<file path="src/include/rvCore_config.svh">
`ifndef RVCORE_CONFIG_SVH
`define RVCORE_CONFIG_SVH

////////////////////////////////////////
// Core sizing
////////////////////////////////////////
`define RV_XLEN 32
`define RV_REGS 32

// Data memory depth counted in 32-bit words, power of two
`define RV_DMEM_WORDS 256

`define RV_RESET_PC 32'h0000_0000

`endif

</file>
<file path="src/design/rvPkg.sv">
`include "rvCore_config.svh"

package rvPkg;

    ////////////////////////////////////////
    // Encodings
    ////////////////////////////////////////
    typedef enum logic [6:0] {
        OP     = 7'b0110011,               // Register-register ALU
        OP_IMM = 7'b0010011,               // Register-immediate ALU
        LOAD   = 7'b0000011,
        STORE  = 7'b0100011,
        BRANCH = 7'b1100011,
        JAL    = 7'b1101111,
        JALR   = 7'b1100111
    } opcodeE;

    typedef enum logic [3:0] {
        ADD  = 4'b0000,
        SUB  = 4'b0001,
        AND  = 4'b0010,
        SLT  = 4'b0011,
        OR   = 4'b0100,
        SLTU = 4'b0101,
        XOR  = 4'b1000,
        SRL  = 4'b1001,
        SLL  = 4'b1010,
        SRA  = 4'b1100
    } aluOpE;

    typedef enum logic [1:0] {
        BYTE = 2'b00,
        HALF = 2'b01,
        WORD = 2'b10
    } memSizeE;

    typedef enum logic [2:0] {
        NONE = 3'd0,                       // Not a branch
        EQ   = 3'd1,
        NE   = 3'd2,
        LT   = 3'd3,
        GE   = 3'd4,
        LTU  = 3'd5,
        GEU  = 3'd6
    } branchKindE;

    ////////////////////////////////////////
    // Bundles
    ////////////////////////////////////////
    typedef struct packed {
        logic       regWrite;
        aluOpE      aluOp;
        logic       memRead;
        logic       memWrite;
        logic       memToReg;
        logic       aluSrcImm;              // Second operand is the immediate
        memSizeE    memSize;
        logic       loadUnsigned;
        branchKindE branchKind;
        logic       jump;                   // JAL or JALR
        logic       jumpReg;                // JALR only
    } ctrlT;

    typedef struct packed {
        logic                valid;
        logic [4:0]          rd;
        logic [`RV_XLEN-1:0] data;
    } wbT;

endpackage

</file>
<file path="src/design/alu.sv">
`include "rvCore_config.svh"

module alu (
    input  rvPkg::aluOpE        op,
    input  logic [`RV_XLEN-1:0] a,
    input  logic [`RV_XLEN-1:0] b,
    output logic [`RV_XLEN-1:0] result,
    output logic                eq,
    output logic                lt,
    output logic                ltu
);

    logic [4:0] shamt;

    assign shamt = b[4:0];

    ////////////////////////////////////////
    // Compare flags for branches and SLT
    ////////////////////////////////////////
    assign eq  = (a == b);
    assign lt  = ($signed(a) < $signed(b));
    assign ltu = (a < b);

    always_comb
    begin
        case (op)
            rvPkg::ADD:  result = a + b;
            rvPkg::SUB:  result = a - b;
            rvPkg::AND:  result = a & b;
            rvPkg::OR:   result = a | b;
            rvPkg::XOR:  result = a ^ b;
            rvPkg::SLL:  result = a << shamt;
            rvPkg::SRL:  result = a >> shamt;
            rvPkg::SRA:  result = $signed(a) >>> shamt;     // Keeps the sign bit
            rvPkg::SLT:
            begin
                result = {{(`RV_XLEN-1){1'b0}}, lt};
            end
            rvPkg::SLTU:
            begin
                result = {{(`RV_XLEN-1){1'b0}}, ltu};
            end
            default:
            begin
                result = '0;                    // Unused op codes
            end
        endcase
    end

endmodule

</file>
<file path="config.mk">
export PLATFORM = sky130hd
export DESIGN_NAME = alu
export DESIGN_NICKNAME = d
export VERILOG_FILES = /design/src/design/rvPkg.sv /design/src/design/alu.sv
export VERILOG_INCLUDE_DIRS = /design/src /design/src/include
export SDC_FILE = /design/constraint.sdc
export NUM_CORES = 1
export LEC_CHECK = 0
export BUFFER_PORTS_ARGS = -buffer_cell sky130_fd_sc_hd__clkbuf_2
export CAP_MARGIN = 10
export CORE_MARGIN = 3
export CORE_UTILIZATION = 40
export DETAILED_ROUTE_END_ITERATION = 10
export SYNTH_ARGS = -nofsm -noshare
export SYNTH_HDL_FRONTEND = slang
export SYNTH_SLANG_ARGS = --single-unit
</file>
<file path="constraint.sdc">
create_clock -name vclk -period 11.47
set_input_delay 2.8675 -clock vclk [all_inputs]
set_output_delay 2.8675 -clock vclk [all_outputs]
set_load 0.03 [all_outputs]
</file>
### Word-level counts from Yosys, hierarchy flattened

Cells that the tools add are included.
Widths: inputs -> output; s select.

* add/sub/neg operators: 2
* $lt $le $gt $ge: 2
* equality and inequality tests: 10
* shifts and indexed selects: 3
* muxes and demuxes: 1
* bitwise gates (word level): 3
* reductions and logical operators: 1

Operator list (count)
* $pmux 32 s10: 1
* $lt 32x32->1: 2
* $add 32x32->32: 1
* $and 32x32->32: 1
* $eq 32x32->1: 1
* $or 32x32->32: 1
* $shl 32x5->32: 1
* $shr 32x5->32: 1
* $sshr 32x5->32: 1
* $sub 32x32->32: 1
* $xor 32x32->32: 1
* $eq 4x4->1 const B: 4
* $eq 4x2->1 const B: 2
* $eq 4x3->1 const B: 2
* $eq 4x1->1 const B: 1
* $logic_not 4->1: 1

* flip-flop bits (word level): 0
* bits of input ports: 68
* output and inout bits: 35
* word-level logic and storage cells: 22

### Logic depth before layout (Yosys ltp)

Gate-level depths: netlist of the first run.

* depth after elaboration: 2
* mapped depth: 16
* gate-level depth less buffers: 12

### Worst setup path before layout of the first run

Ideal clock, no wire load.

* path kind: in2out
* start point: input b[2]
* end point: output result[25]
* data arrival time: 6.873 ns
* data required time: 8.602 ns
* setup slack: 1.730 ns
* stages on the path: 13
* buffers on the path: 4
* path through: buf_2 > buf_2 > inv_1 > clkbuf_1 > buf_1 > ha_1 > o21ai_0 > o21ai_2 > a22o_1 > a211o_1 > a21o_1 > o2111a_1 > o41ai_1

* cells in the longest elaborated chain, start to end: 2
* elaborated cells between the ends (all ways): 6
* those cells by class: add/sub: 2; shift: 3; mux: 1

Ends and longest elaborated chain
* start, declared: line alu.sv:6 `` input logic [`RV_XLEN-1:0] b, ``
* $sub 32x32->32, or another cell as far along: line alu.sv:28 `rvPkg::SUB: result = a - b;`
* $pmux 32 s10 (*): line alu.sv:26 `case (op)`
* end, declared: line alu.sv:7 `` output logic [`RV_XLEN-1:0] result, ``

Mark *: on every way between the ends. The rest lies on a longest branch, timed or not.

### Final worst setup path of the first run

* start point: input b[1]
* end point: output result[30]

Same word-level chain as after synthesis.

==> results.txt, run 1 <==
----------------------------------------------------
[Status]
  Outcome ... finished clean

[Routing]
  Post-DRT Antenna Nets ... 0
  Number of detailed-routing iterations run before antenna repair ... 6
  Total vias in the final route ... 10880
  Via-to-Cell Ratio ... 6.964
  DRC ... 0
  Detailed-route wire length ... 41.78 mm
  Wirelength per Cell ... 26.73 um
  Starting DRT DRC Count ... 1631

[Finish]
  Synth-to-Final Area Change ... 6.862%
  Commonest cells after routing, fill and taps aside ... sky130_fd_sc_hd__nor2_1, sky130_fd_sc_hd__a21oi_1, sky130_fd_sc_hd__inv_1, sky130_fd_sc_hd__nand2_1, sky130_fd_sc_hd__clkbuf_2
  Register area ... 0 um^2
  Diode count ... 0
  Nets ... 1459
  Layout Cells excl Fill ... 1563
  Clock buf count ... 0
  Proportion of layout cells with a drive suffix above 1 ... roughly 17%
  Most common cell after layout, fill and taps aside ... sky130_fd_sc_hd__nor2_1
  Number of sequential cells ... 0
  Count of filler cells inserted in the layout ... between 2000 and 2500

[Synthesis]
  Share of the yosys chip area belonging to registers ... 0%
  Distinct cell type count of the synthesized netlist ... 82
  Post-Syn Nets ... 1432
  Summed instance area of the synthesized netlist ... 8899 um^2
  Mean Syn Cell Area ... approximately 7 um^2
  Cells after Synth ... 1263
  Portion of synthesized cell area occupied by the leading cell type ... 15.69%
  Yosys top cell by area ... sky130_fd_sc_hd__mux4_2
  Dominant cells by area after synthesis ... sky130_fd_sc_hd__mux4_2, sky130_fd_sc_hd__ha_1, sky130_fd_sc_hd__a21oi_1
  Yosys warnings ... 0

[Pwr]
  Lkg Pwr ... approximately 0.004 uW
  Total Power ... just over 500 uW
  Max rail drop VDD ... 48.46 uV
  Cell area power density ... 54.51 nW/um^2

[STA]
  Worst slew margin relative to its limit ... between 20 and 25%
  RSZ-0062 raised after global routing ... no
  Slew at the pin closest to its max-slew limit ... 1.126 ns
  Count of final hold-check violations ... 0
  Total negative slack ... 0 ns
  Max frequency ... just under 100 MHz
  Pins Over Slew Limit ... 0
  Post-layout minimum cycle time ... 10.17 ns
  Post-route clock period utilization ... 88.68%
  Setup violators final ... 0

[Global route]
  Gr ovfl total ... 0
  Total global-route track usage ... 33.49%
  Global-route wire length before repair ... 63.62 mm
  Number of antenna violations at the first check in global routing ... 0
  Pin count of the biggest net entering global routing ... 72
  Number of global-route vias before repair ... between 10000 and 15000

[Place]
  Number of placed instances, taps included ... 1563
  Input/output buffers ... 103
  RD Place Congestion ... 1.016
  Half-perimeter wire length after detailed placement ... 32.36 mm

[Critical path]
  Required time reported for the critical path endpoint ... approximately 8.6 ns
  Startpoint type of the worst setup path ... primary input
  Capturing element type of the critical path ... primary output
  Worst Path Max Fanout ... 39
  Setup crit start ... b[1]
  Crit Path Category ... in -> out
  Critical path data arrival time ... around 7.3 ns

[Run]
  Max-cap violations ... 0

[Floorplan]
  Initial Utilization ... 41.54%
  Number of ports placed on the die boundary ... 103
  Die footprint ... 24070 um^2
  Die W ... 155.2 um
  Vert. Die Dim ... roughly 160 um
  Standard-cell rows ... 53
  Core Region ... 21420 um^2

[Clocking]
  Resize count post-CTS ... 0
  Number of setup buffers added after CTS ... 0
  Count of hold-fix buffers inserted at cts ... 0

[Worst hold path]
  Hold EP ... result[30]
  Count of cells along the worst hold path ... 6
  Worst hold path class ... in -> out
  Hold path start ... b[28]

----------------------------------------------------
==> stage by stage <==
| step | setup WS, ns | hold WS, ns | cell area [um^2] | util, % |
|---|---|---|---|---|
| after floorplan | 1.730 | 6.183 | 8899 | - |
| final | 1.299 | 6.446 | 9509 | 44.40 |
| after global placement | 1.508 | 6.443 | 9509 | 44.40 |
| after CTS | 1.424 | 6.448 | 9509 | 44.40 |
| after detailed placement | 1.429 | 6.439 | 9509 | 44.40 |
| after global routing | 1.028 | 6.499 | 9509 | 44.40 |
==> how the worst max path moves through the flow <==
stage,end,slack (ns)
finish,result[30],1.30
global placement,result[30],1.51
floorplan,result[25],1.73
CTS,result[30],1.42
global route,result[30],1.03
detailed placement,result[30],1.43
==> logic make-up (layout without fill, tap and decap cells) <==
logic type	count (synthesis)	count (layout)	synth area share (%)
compound gates	448	448	34.10
simple gates	400	400	20.98
buf+inv	201	226	9.055
mux	110	110	21.20
fa+ha+maj	101	101	14.37
xor+xnor	3	3	0.2953
==> routing by layer <==
metal	track usage [%]	wire (um)	vias to the layer above
met2	52.37	18560	717
met1	47.22	17050	5198
met5	0	0	-
met4	13.88	2233	0
met3	3.282	3945	128
li1	-	-	4841
==> synthesized netlist by cell type, types with 21 or more instances <==
cell type,n
sky130_fd_sc_hd__mux2i_1,40
sky130_fd_sc_hd__nand3_1,28
sky130_fd_sc_hd__a21oi_1,117
sky130_fd_sc_hd__nor2_1,144
sky130_fd_sc_hd__inv_1,105
sky130_fd_sc_hd__nand2_1,105
sky130_fd_sc_hd__a21o_1,22
sky130_fd_sc_hd__o21ai_0,85
sky130_fd_sc_hd__ha_1,99
sky130_fd_sc_hd__clkbuf_1,62
sky130_fd_sc_hd__a221oi_1,30
sky130_fd_sc_hd__a211oi_1,21
sky130_fd_sc_hd__mux4_2,62
sky130_fd_sc_hd__nor3_1,32
==> where the power goes <==
group	leakage (uW)	switching [uW]	internal, uW
Combinational	0.00411	343	176
Sequential	0	0	0
Clock	0	0	0
Total	0.00411	343	176
==> worst max-delay path: stages <==
cell and delay [ns]:
sky130_fd_sc_hd__buf_2 0.08, sky130_fd_sc_hd__buf_4 0.46, sky130_fd_sc_hd__inv_1 0.51, sky130_fd_sc_hd__fa_1 0.54, sky130_fd_sc_hd__nand2b_1 0.19, sky130_fd_sc_hd__a2111o_1 0.45, sky130_fd_sc_hd__a31oi_1 0.28, sky130_fd_sc_hd__o211ai_1 0.18
sky130_fd_sc_hd__a31oi_1 0.52, sky130_fd_sc_hd__o21ai_0 0.27, sky130_fd_sc_hd__or4_1 0.53, sky130_fd_sc_hd__a22oi_1 0.16, sky130_fd_sc_hd__clkbuf_2 0.23
==> layout make-up <==
cell class | count | area [um^2] | share of cell area (%)
multi-input cells | 1062 | 8125 | 85.45
repair buffers | 119 | 638.1 | 6.711
inverters | 107 | 401.6 | 4.224
well taps | 275 | 344.1 | 3.618
Power figures use the tool's default switching activity.
==> inputs of run 2 (changes only) <==
==> constraint.sdc (replaced) <==
create_clock -name vclk -period 12
set_input_delay 3 -clock vclk [all_inputs]
set_output_delay 3 -clock vclk [all_outputs]
set_load 0.03 [all_outputs]
==> run 2 against run 1 <==
  * Wire length shrank 4.7%
  * Setup slack better by 0.49 ns
  * Critical path type unchanged
  * Non-clock buffer count increased by 1
  * Die area did not move
  * Critical path depth down 1
  * Via count is 1.2% lower
  * Flip-flop and latch count did not move
  * Sequential share of layout area stayed put
  * Utilization is essentially flat
  * Combinational power decreased by 5.4%
  * Highest routed layer unchanged
==> results.txt, run 2 (same netlist as run 1, synthesis figures left out) <==
----------------------------------------------------
[Status]
  Outcome ... finished clean

[Finish]
  Proportion of layout cells with a drive suffix above 1 ... 16.68%
  Diode count ... 0
  Commonest cells after routing, fill and taps aside ... sky130_fd_sc_hd__nor2_1, sky130_fd_sc_hd__a21oi_1, sky130_fd_sc_hd__inv_1, sky130_fd_sc_hd__nand2_1, sky130_fd_sc_hd__clkbuf_2
  Final core area utilization ... 44.43%
  Synth-to-Final Area Change ... 6.946%
  Clock buf count ... 0
  Nets ... 1460
  Number of sequential cells ... 0
  Register area ... 0 um^2
  Most common cell after layout, fill and taps aside ... sky130_fd_sc_hd__nor2_1

[STA]
  Setup violators final ... 0
  Slew at the pin closest to its max-slew limit ... 1.196 ns
  Post-layout minimum cycle time ... 10.21 ns
  RSZ-0062 raised after global routing ... no
  Total negative slack ... 0 ns
  Pins Over Slew Limit ... 0
  Count of final hold-check violations ... 0
  Max frequency ... between 90 and 100 MHz
  Worst slew margin relative to its limit ... 19.61%
  Post-route clock period utilization ... a little under nine tenths

[Floorplan]
  Die W ... 155.2 um
  Die footprint ... 24070 um^2
  Initial Utilization ... 41.54%
  Number of ports placed on the die boundary ... 103
  Vert. Die Dim ... 155.2 um
  Standard-cell rows ... 53
  Core Region ... 21420 um^2

[Worst hold path]
  Worst hold path class ... in -> out

[Pwr]
  Lkg Pwr ... between 0.004 and 0.005 uW
  Cell area power density ... 51.53 nW/um^2
  Max rail drop VDD ... 30.74 uV

[Global route]
  Pin count of the biggest net entering global routing ... 72
  Number of global-route vias before repair ... just under 10000
  Gr ovfl total ... 0
  Number of antenna violations at the first check in global routing ... 0
  Total global-route track usage ... 31.72%
  Global-route wire length before repair ... just over 60 mm

[Critical path]
  Worst path slowest cell ... sky130_fd_sc_hd__a31oi_1
  Capturing element type of the critical path ... primary output
  Largest incremental delay on the critical path ... 0.56 ns
  Most repeated library cell on the critical path ... sky130_fd_sc_hd__a31oi_1
  Worst Path Max Fanout ... 20
  Startpoint type of the worst setup path ... primary input
  Critical path data arrival time ... 7.21 ns
  Cell breakdown of the critical path ... buf_2 -> inv_1 -> fa_1 -> nand2b_1 -> a2111o_1 -> a31oi_1 -> o211ai_1 -> a31oi_1 -> o21ai_0 -> or4_1 -> a22oi_1 -> clkbuf_2
  Required time reported for the critical path endpoint ... 9.00 ns
  Crit Path Category ... in -> out

[Place]
  Input/output buffers ... around 100
  RD Place Congestion ... 1.018
  Half-perimeter wire length after detailed placement ... 30.96 mm

[Routing]
  Total vias in the final route ... 10760
  Wirelength per Cell ... 25.47 um
  Detailed-route wire length ... around 40 mm
  DRC ... 0
  Number of detailed-routing iterations run before antenna repair ... 6
  Via-to-Cell Ratio ... 6.877
  Post-DRT Antenna Nets ... 0
  Starting DRT DRC Count ... 1480

[Clocking]
  Resize count post-CTS ... 0
  Count of hold-fix buffers inserted at cts ... 0
  Number of setup buffers added after CTS ... 0

[Run]
  Max-cap violations ... 0

----------------------------------------------------
run 2: per-stage QoR:
| step | cells | power (uW) | instance area (um^2) | hold slack, ns | worst slack, ns |
|---|---|---|---|---|---|
| floorplan | 1263 | 328.4 | 8899 | 6.448 | 1.995 |
| global placement | 1564 | 476.6 | 9517 | 6.699 | 1.984 |
| detailed placement | 1564 | 474.9 | 9517 | 6.703 | 1.915 |
| CTS | 1564 | 477.3 | 9517 | 6.710 | 1.916 |
| global route | 1564 | 522.9 | 9517 | 6.771 | 1.614 |
| finish | 1564 | 490.4 | 9517 | 6.717 | 1.789 |
run 2: layout make-up:
type                            instances  area, um^2
Inverter                              107       401.6
Tap cell                              275       344.1
Fill cell                            2317       11900
Timing Repair Buffer                  120       645.6
Multi-Input combinational cell       1062        8125
run 2: layer usage:
| metal | GRT usage [%] | routed length [um] | vias to the layer above |
|---|---|---|---|
| li1 | - | - | 4856 |
| met1 | 45.83 | 16830 | 5101 |
| met2 | 48.95 | 17280 | 697 |
| met3 | 3.143 | 3805 | 101 |
| met4 | 11.73 | 1912 | 0 |
| met5 | 0 | 0 | - |
run 2: worst paths after layout:
kind  startpoint    endpoint  slack, ns  cells past startpoint
max         b[1]  result[30]       1.79                     12
min        b[28]  result[30]       6.72                      6
run 2: where the power goes:
group          total (uW)  internal, uW  switching, uW
logic                 490           168            322
registers               0             0              0
clock network           0             0              0
run 2: worst max-delay path: cells and delay by family:
| family | cells | cell delay [ns] |
|---|---|---|
| AOI/OAI and AO/OA | 6 | 1.83 |
| adders and majority gates | 1 | 0.55 |
| buffers and inverters | 3 | 1.10 |
| and+or+nand+nor | 2 | 0.71 |
==> inputs of run 3 (changes only) <==
--- a/config.mk
+++ b/config.mk
@@ -8,7 +8,6 @@
 export LEC_CHECK = 0
 export BUFFER_PORTS_ARGS = -buffer_cell sky130_fd_sc_hd__clkbuf_2
 export CAP_MARGIN = 10
-export CORE_MARGIN = 3
 export CORE_UTILIZATION = 40
 export DETAILED_ROUTE_END_ITERATION = 10
 export SYNTH_ARGS = -nofsm -noshare
==> constraint.sdc (replaced) <==
create_clock -name vclk -period 12
set_input_delay 3 -clock vclk [all_inputs]
set_output_delay 3 -clock vclk [all_outputs]
set_load 0.1 [all_outputs]
==> run 3 against run 2 <==
  * Worst hold slack improved by 0.023 ns
  * Combinational power increased by 21%
  * Critical path depth up 2
  * First-iteration DRC count fell by 0.74%
  * Highest routed layer unchanged
  * Fmax rose by 0.31%
  * Die area shrank 5.1%
  * Via count increased by 1.6%
  * Flip-flop and latch count did not move
  * Cell count increased by 0.38%
  * Sequential share of layout area unchanged
  * Global-route usage is 3.8 points higher
==> results.txt, run 3 (same netlist as run 1, synthesis figures left out) <==
----------------------------------------------------
[Finish]
  Proportion of layout cells with a drive suffix above 1 ... 16.82%
  Register area ... 0 um^2
  Clock buf count ... 0
  Number of sequential cells ... 0
  Layout Cells excl Fill ... 1570
  Most common cell after layout, fill and taps aside ... sky130_fd_sc_hd__nor2_1
  Count of filler cells inserted in the layout ... 2340
  Commonest cells after routing, fill and taps aside ... sky130_fd_sc_hd__nor2_1, sky130_fd_sc_hd__a21oi_1, sky130_fd_sc_hd__inv_1, sky130_fd_sc_hd__nand2_1, sky130_fd_sc_hd__ha_1
  Diode count ... 0
  Synth-to-Final Area Change ... 7.410%
  Nets ... 1461
  Area taken by multi-input logic gates ... 8133 um^2

[Routing]
  DRC ... 0
  Via-to-Cell Ratio ... 6.958
  Number of detailed-routing iterations run before antenna repair ... 6
  Post-DRT Antenna Nets ... 0
  Total vias in the final route ... 10920
  Wirelength per Cell ... 25.92 um
  Starting DRT DRC Count ... 1469
  Detailed-route wire length ... 40.69 mm

[Pwr]
  Flop pwr share ... 0%
  Total Power ... 590.6 uW
  Cell area power density ... approximately 60 nW/um^2
  Net switching share of the total power ... 71.03%
  Internal power of the cells ... 171.1 uW
  Max rail drop VDD ... 49.31 uV
  Lkg Pwr ... 0.004128 uW
  Portion of total power attributed to the clock network ... 0%
  Combinational fraction of design power ... 100.0%
  Switching power of the nets ... roughly 420 uW

[Critical path]
  Worst Path Max Fanout ... 34
  Critical path data arrival time ... 7.18 ns
  Capturing element type of the critical path ... primary output
  Required time reported for the critical path endpoint ... 9.00 ns
  Crit Path Category ... in -> out
  Startpoint type of the worst setup path ... primary input

[Floorplan]
  Die W ... 151.2 um
  Core Region ... 21820 um^2
  Vert. Die Dim ... around 150 um
  Standard-cell rows ... 54
  Die footprint ... 22850 um^2
  Initial Utilization ... 40.78%
  Number of ports placed on the die boundary ... between 100 and 150

[Global route]
  Gr ovfl total ... 0
  Global-route wire length before repair ... 61.43 mm
  Number of global-route vias before repair ... 9872
  Number of antenna violations at the first check in global routing ... 0
  Total global-route track usage ... 35.50%
  Pin count of the biggest net entering global routing ... 72

[STA]
  Post-layout minimum cycle time ... roughly 10 ns
  Count of final hold-check violations ... 0
  Tightest hold margin ... ~6.7 ns
  Slew at the pin closest to its max-slew limit ... 1.080 ns
  Max frequency ... 98.24 MHz
  Post-route clock period utilization ... a little over four fifths
  Total negative slack ... 0 ns
  Setup violators final ... 0
  Worst slew margin relative to its limit ... around 28%
  Pins Over Slew Limit ... 0
  RSZ-0062 raised after global routing ... no

[Place]
  Input/output buffers ... 103
  Half-perimeter wire length after detailed placement ... roughly 30 mm
  Number of placed instances, taps included ... 1570
  RD Place Congestion ... 1.029

[Run]
  Max-cap violations ... 0

[Status]
  Outcome ... finished clean

[Clocking]
  Resize count post-CTS ... 0
  Count of hold-fix buffers inserted at cts ... 0
  Number of setup buffers added after CTS ... 0

[Worst hold path]
  Worst hold path class ... in -> out

----------------------------------------------------
==> run 3: cell count changes in the layout (fill, tap and decap cells not counted), sizes merged <==
cell | previous run | this run
buf | 19 | 23
clkbuf | 101 | 98
==> run 3: power groups by stage <==
| stage | sequential (uW) | combinational, uW | clock (uW) |
|---|---|---|---|
| detailed placement | 0 | 574 | 0 |
| CTS | 0 | 577 | 0 |
| floorplan | 0 | 424 | 0 |
| global route | 0 | 624 | 0 |
| finish | 0 | 591 | 0 |
| global placement | 0 | 574 | 0 |
==> run 3: metrics by stage <==
step	util [%]	area (um^2)	setup slack (ns)
after floorplan	-	8906	0.6773
after global placement	43.80	9558	1.959
after detailed placement	43.80	9558	1.881
after CTS	43.80	9558	1.879
after global routing	43.80	9558	1.484
final	43.80	9558	1.821
==> run 3: worst paths after layout <==
path	from	to	slack, ns	cells after the start
worst min-delay path	b[28]	result[30]	6.74	6
worst max-delay path	b[0]	result[24]	1.82	14
==> run 3: layout make-up <==
type | instances | share of cell area (%)
inverters | 107 | 4.202
multi-input cells | 1062 | 85.09
well taps | 280 | 3.665
repair buffers | 121 | 7.043
==> run 3: worst max-delay path: stages <==
cell                       delay, ns
sky130_fd_sc_hd__buf_4          0.44
sky130_fd_sc_hd__ha_1           0.34
sky130_fd_sc_hd__inv_1          0.07
sky130_fd_sc_hd__fa_1           0.38
sky130_fd_sc_hd__nand2b_1       0.21
sky130_fd_sc_hd__a2111o_1       0.45
sky130_fd_sc_hd__a31oi_1        0.29
sky130_fd_sc_hd__o211ai_1       0.23
sky130_fd_sc_hd__a31oi_1        0.49
sky130_fd_sc_hd__o211ai_1       0.15
sky130_fd_sc_hd__and2_1         0.19
sky130_fd_sc_hd__o221a_2        0.26
sky130_fd_sc_hd__a41oi_1        0.17
sky130_fd_sc_hd__clkbuf_2       0.49
==> run 3: metal layers <==
metal,vias to the layer above,GRT usage (%),wire length (um)
li1,4833,-,-
met1,5134,48.52,16300
met2,797,54.24,17300
met3,160,6.687,4884
met4,0,15.05,2202
met5,-,0,0
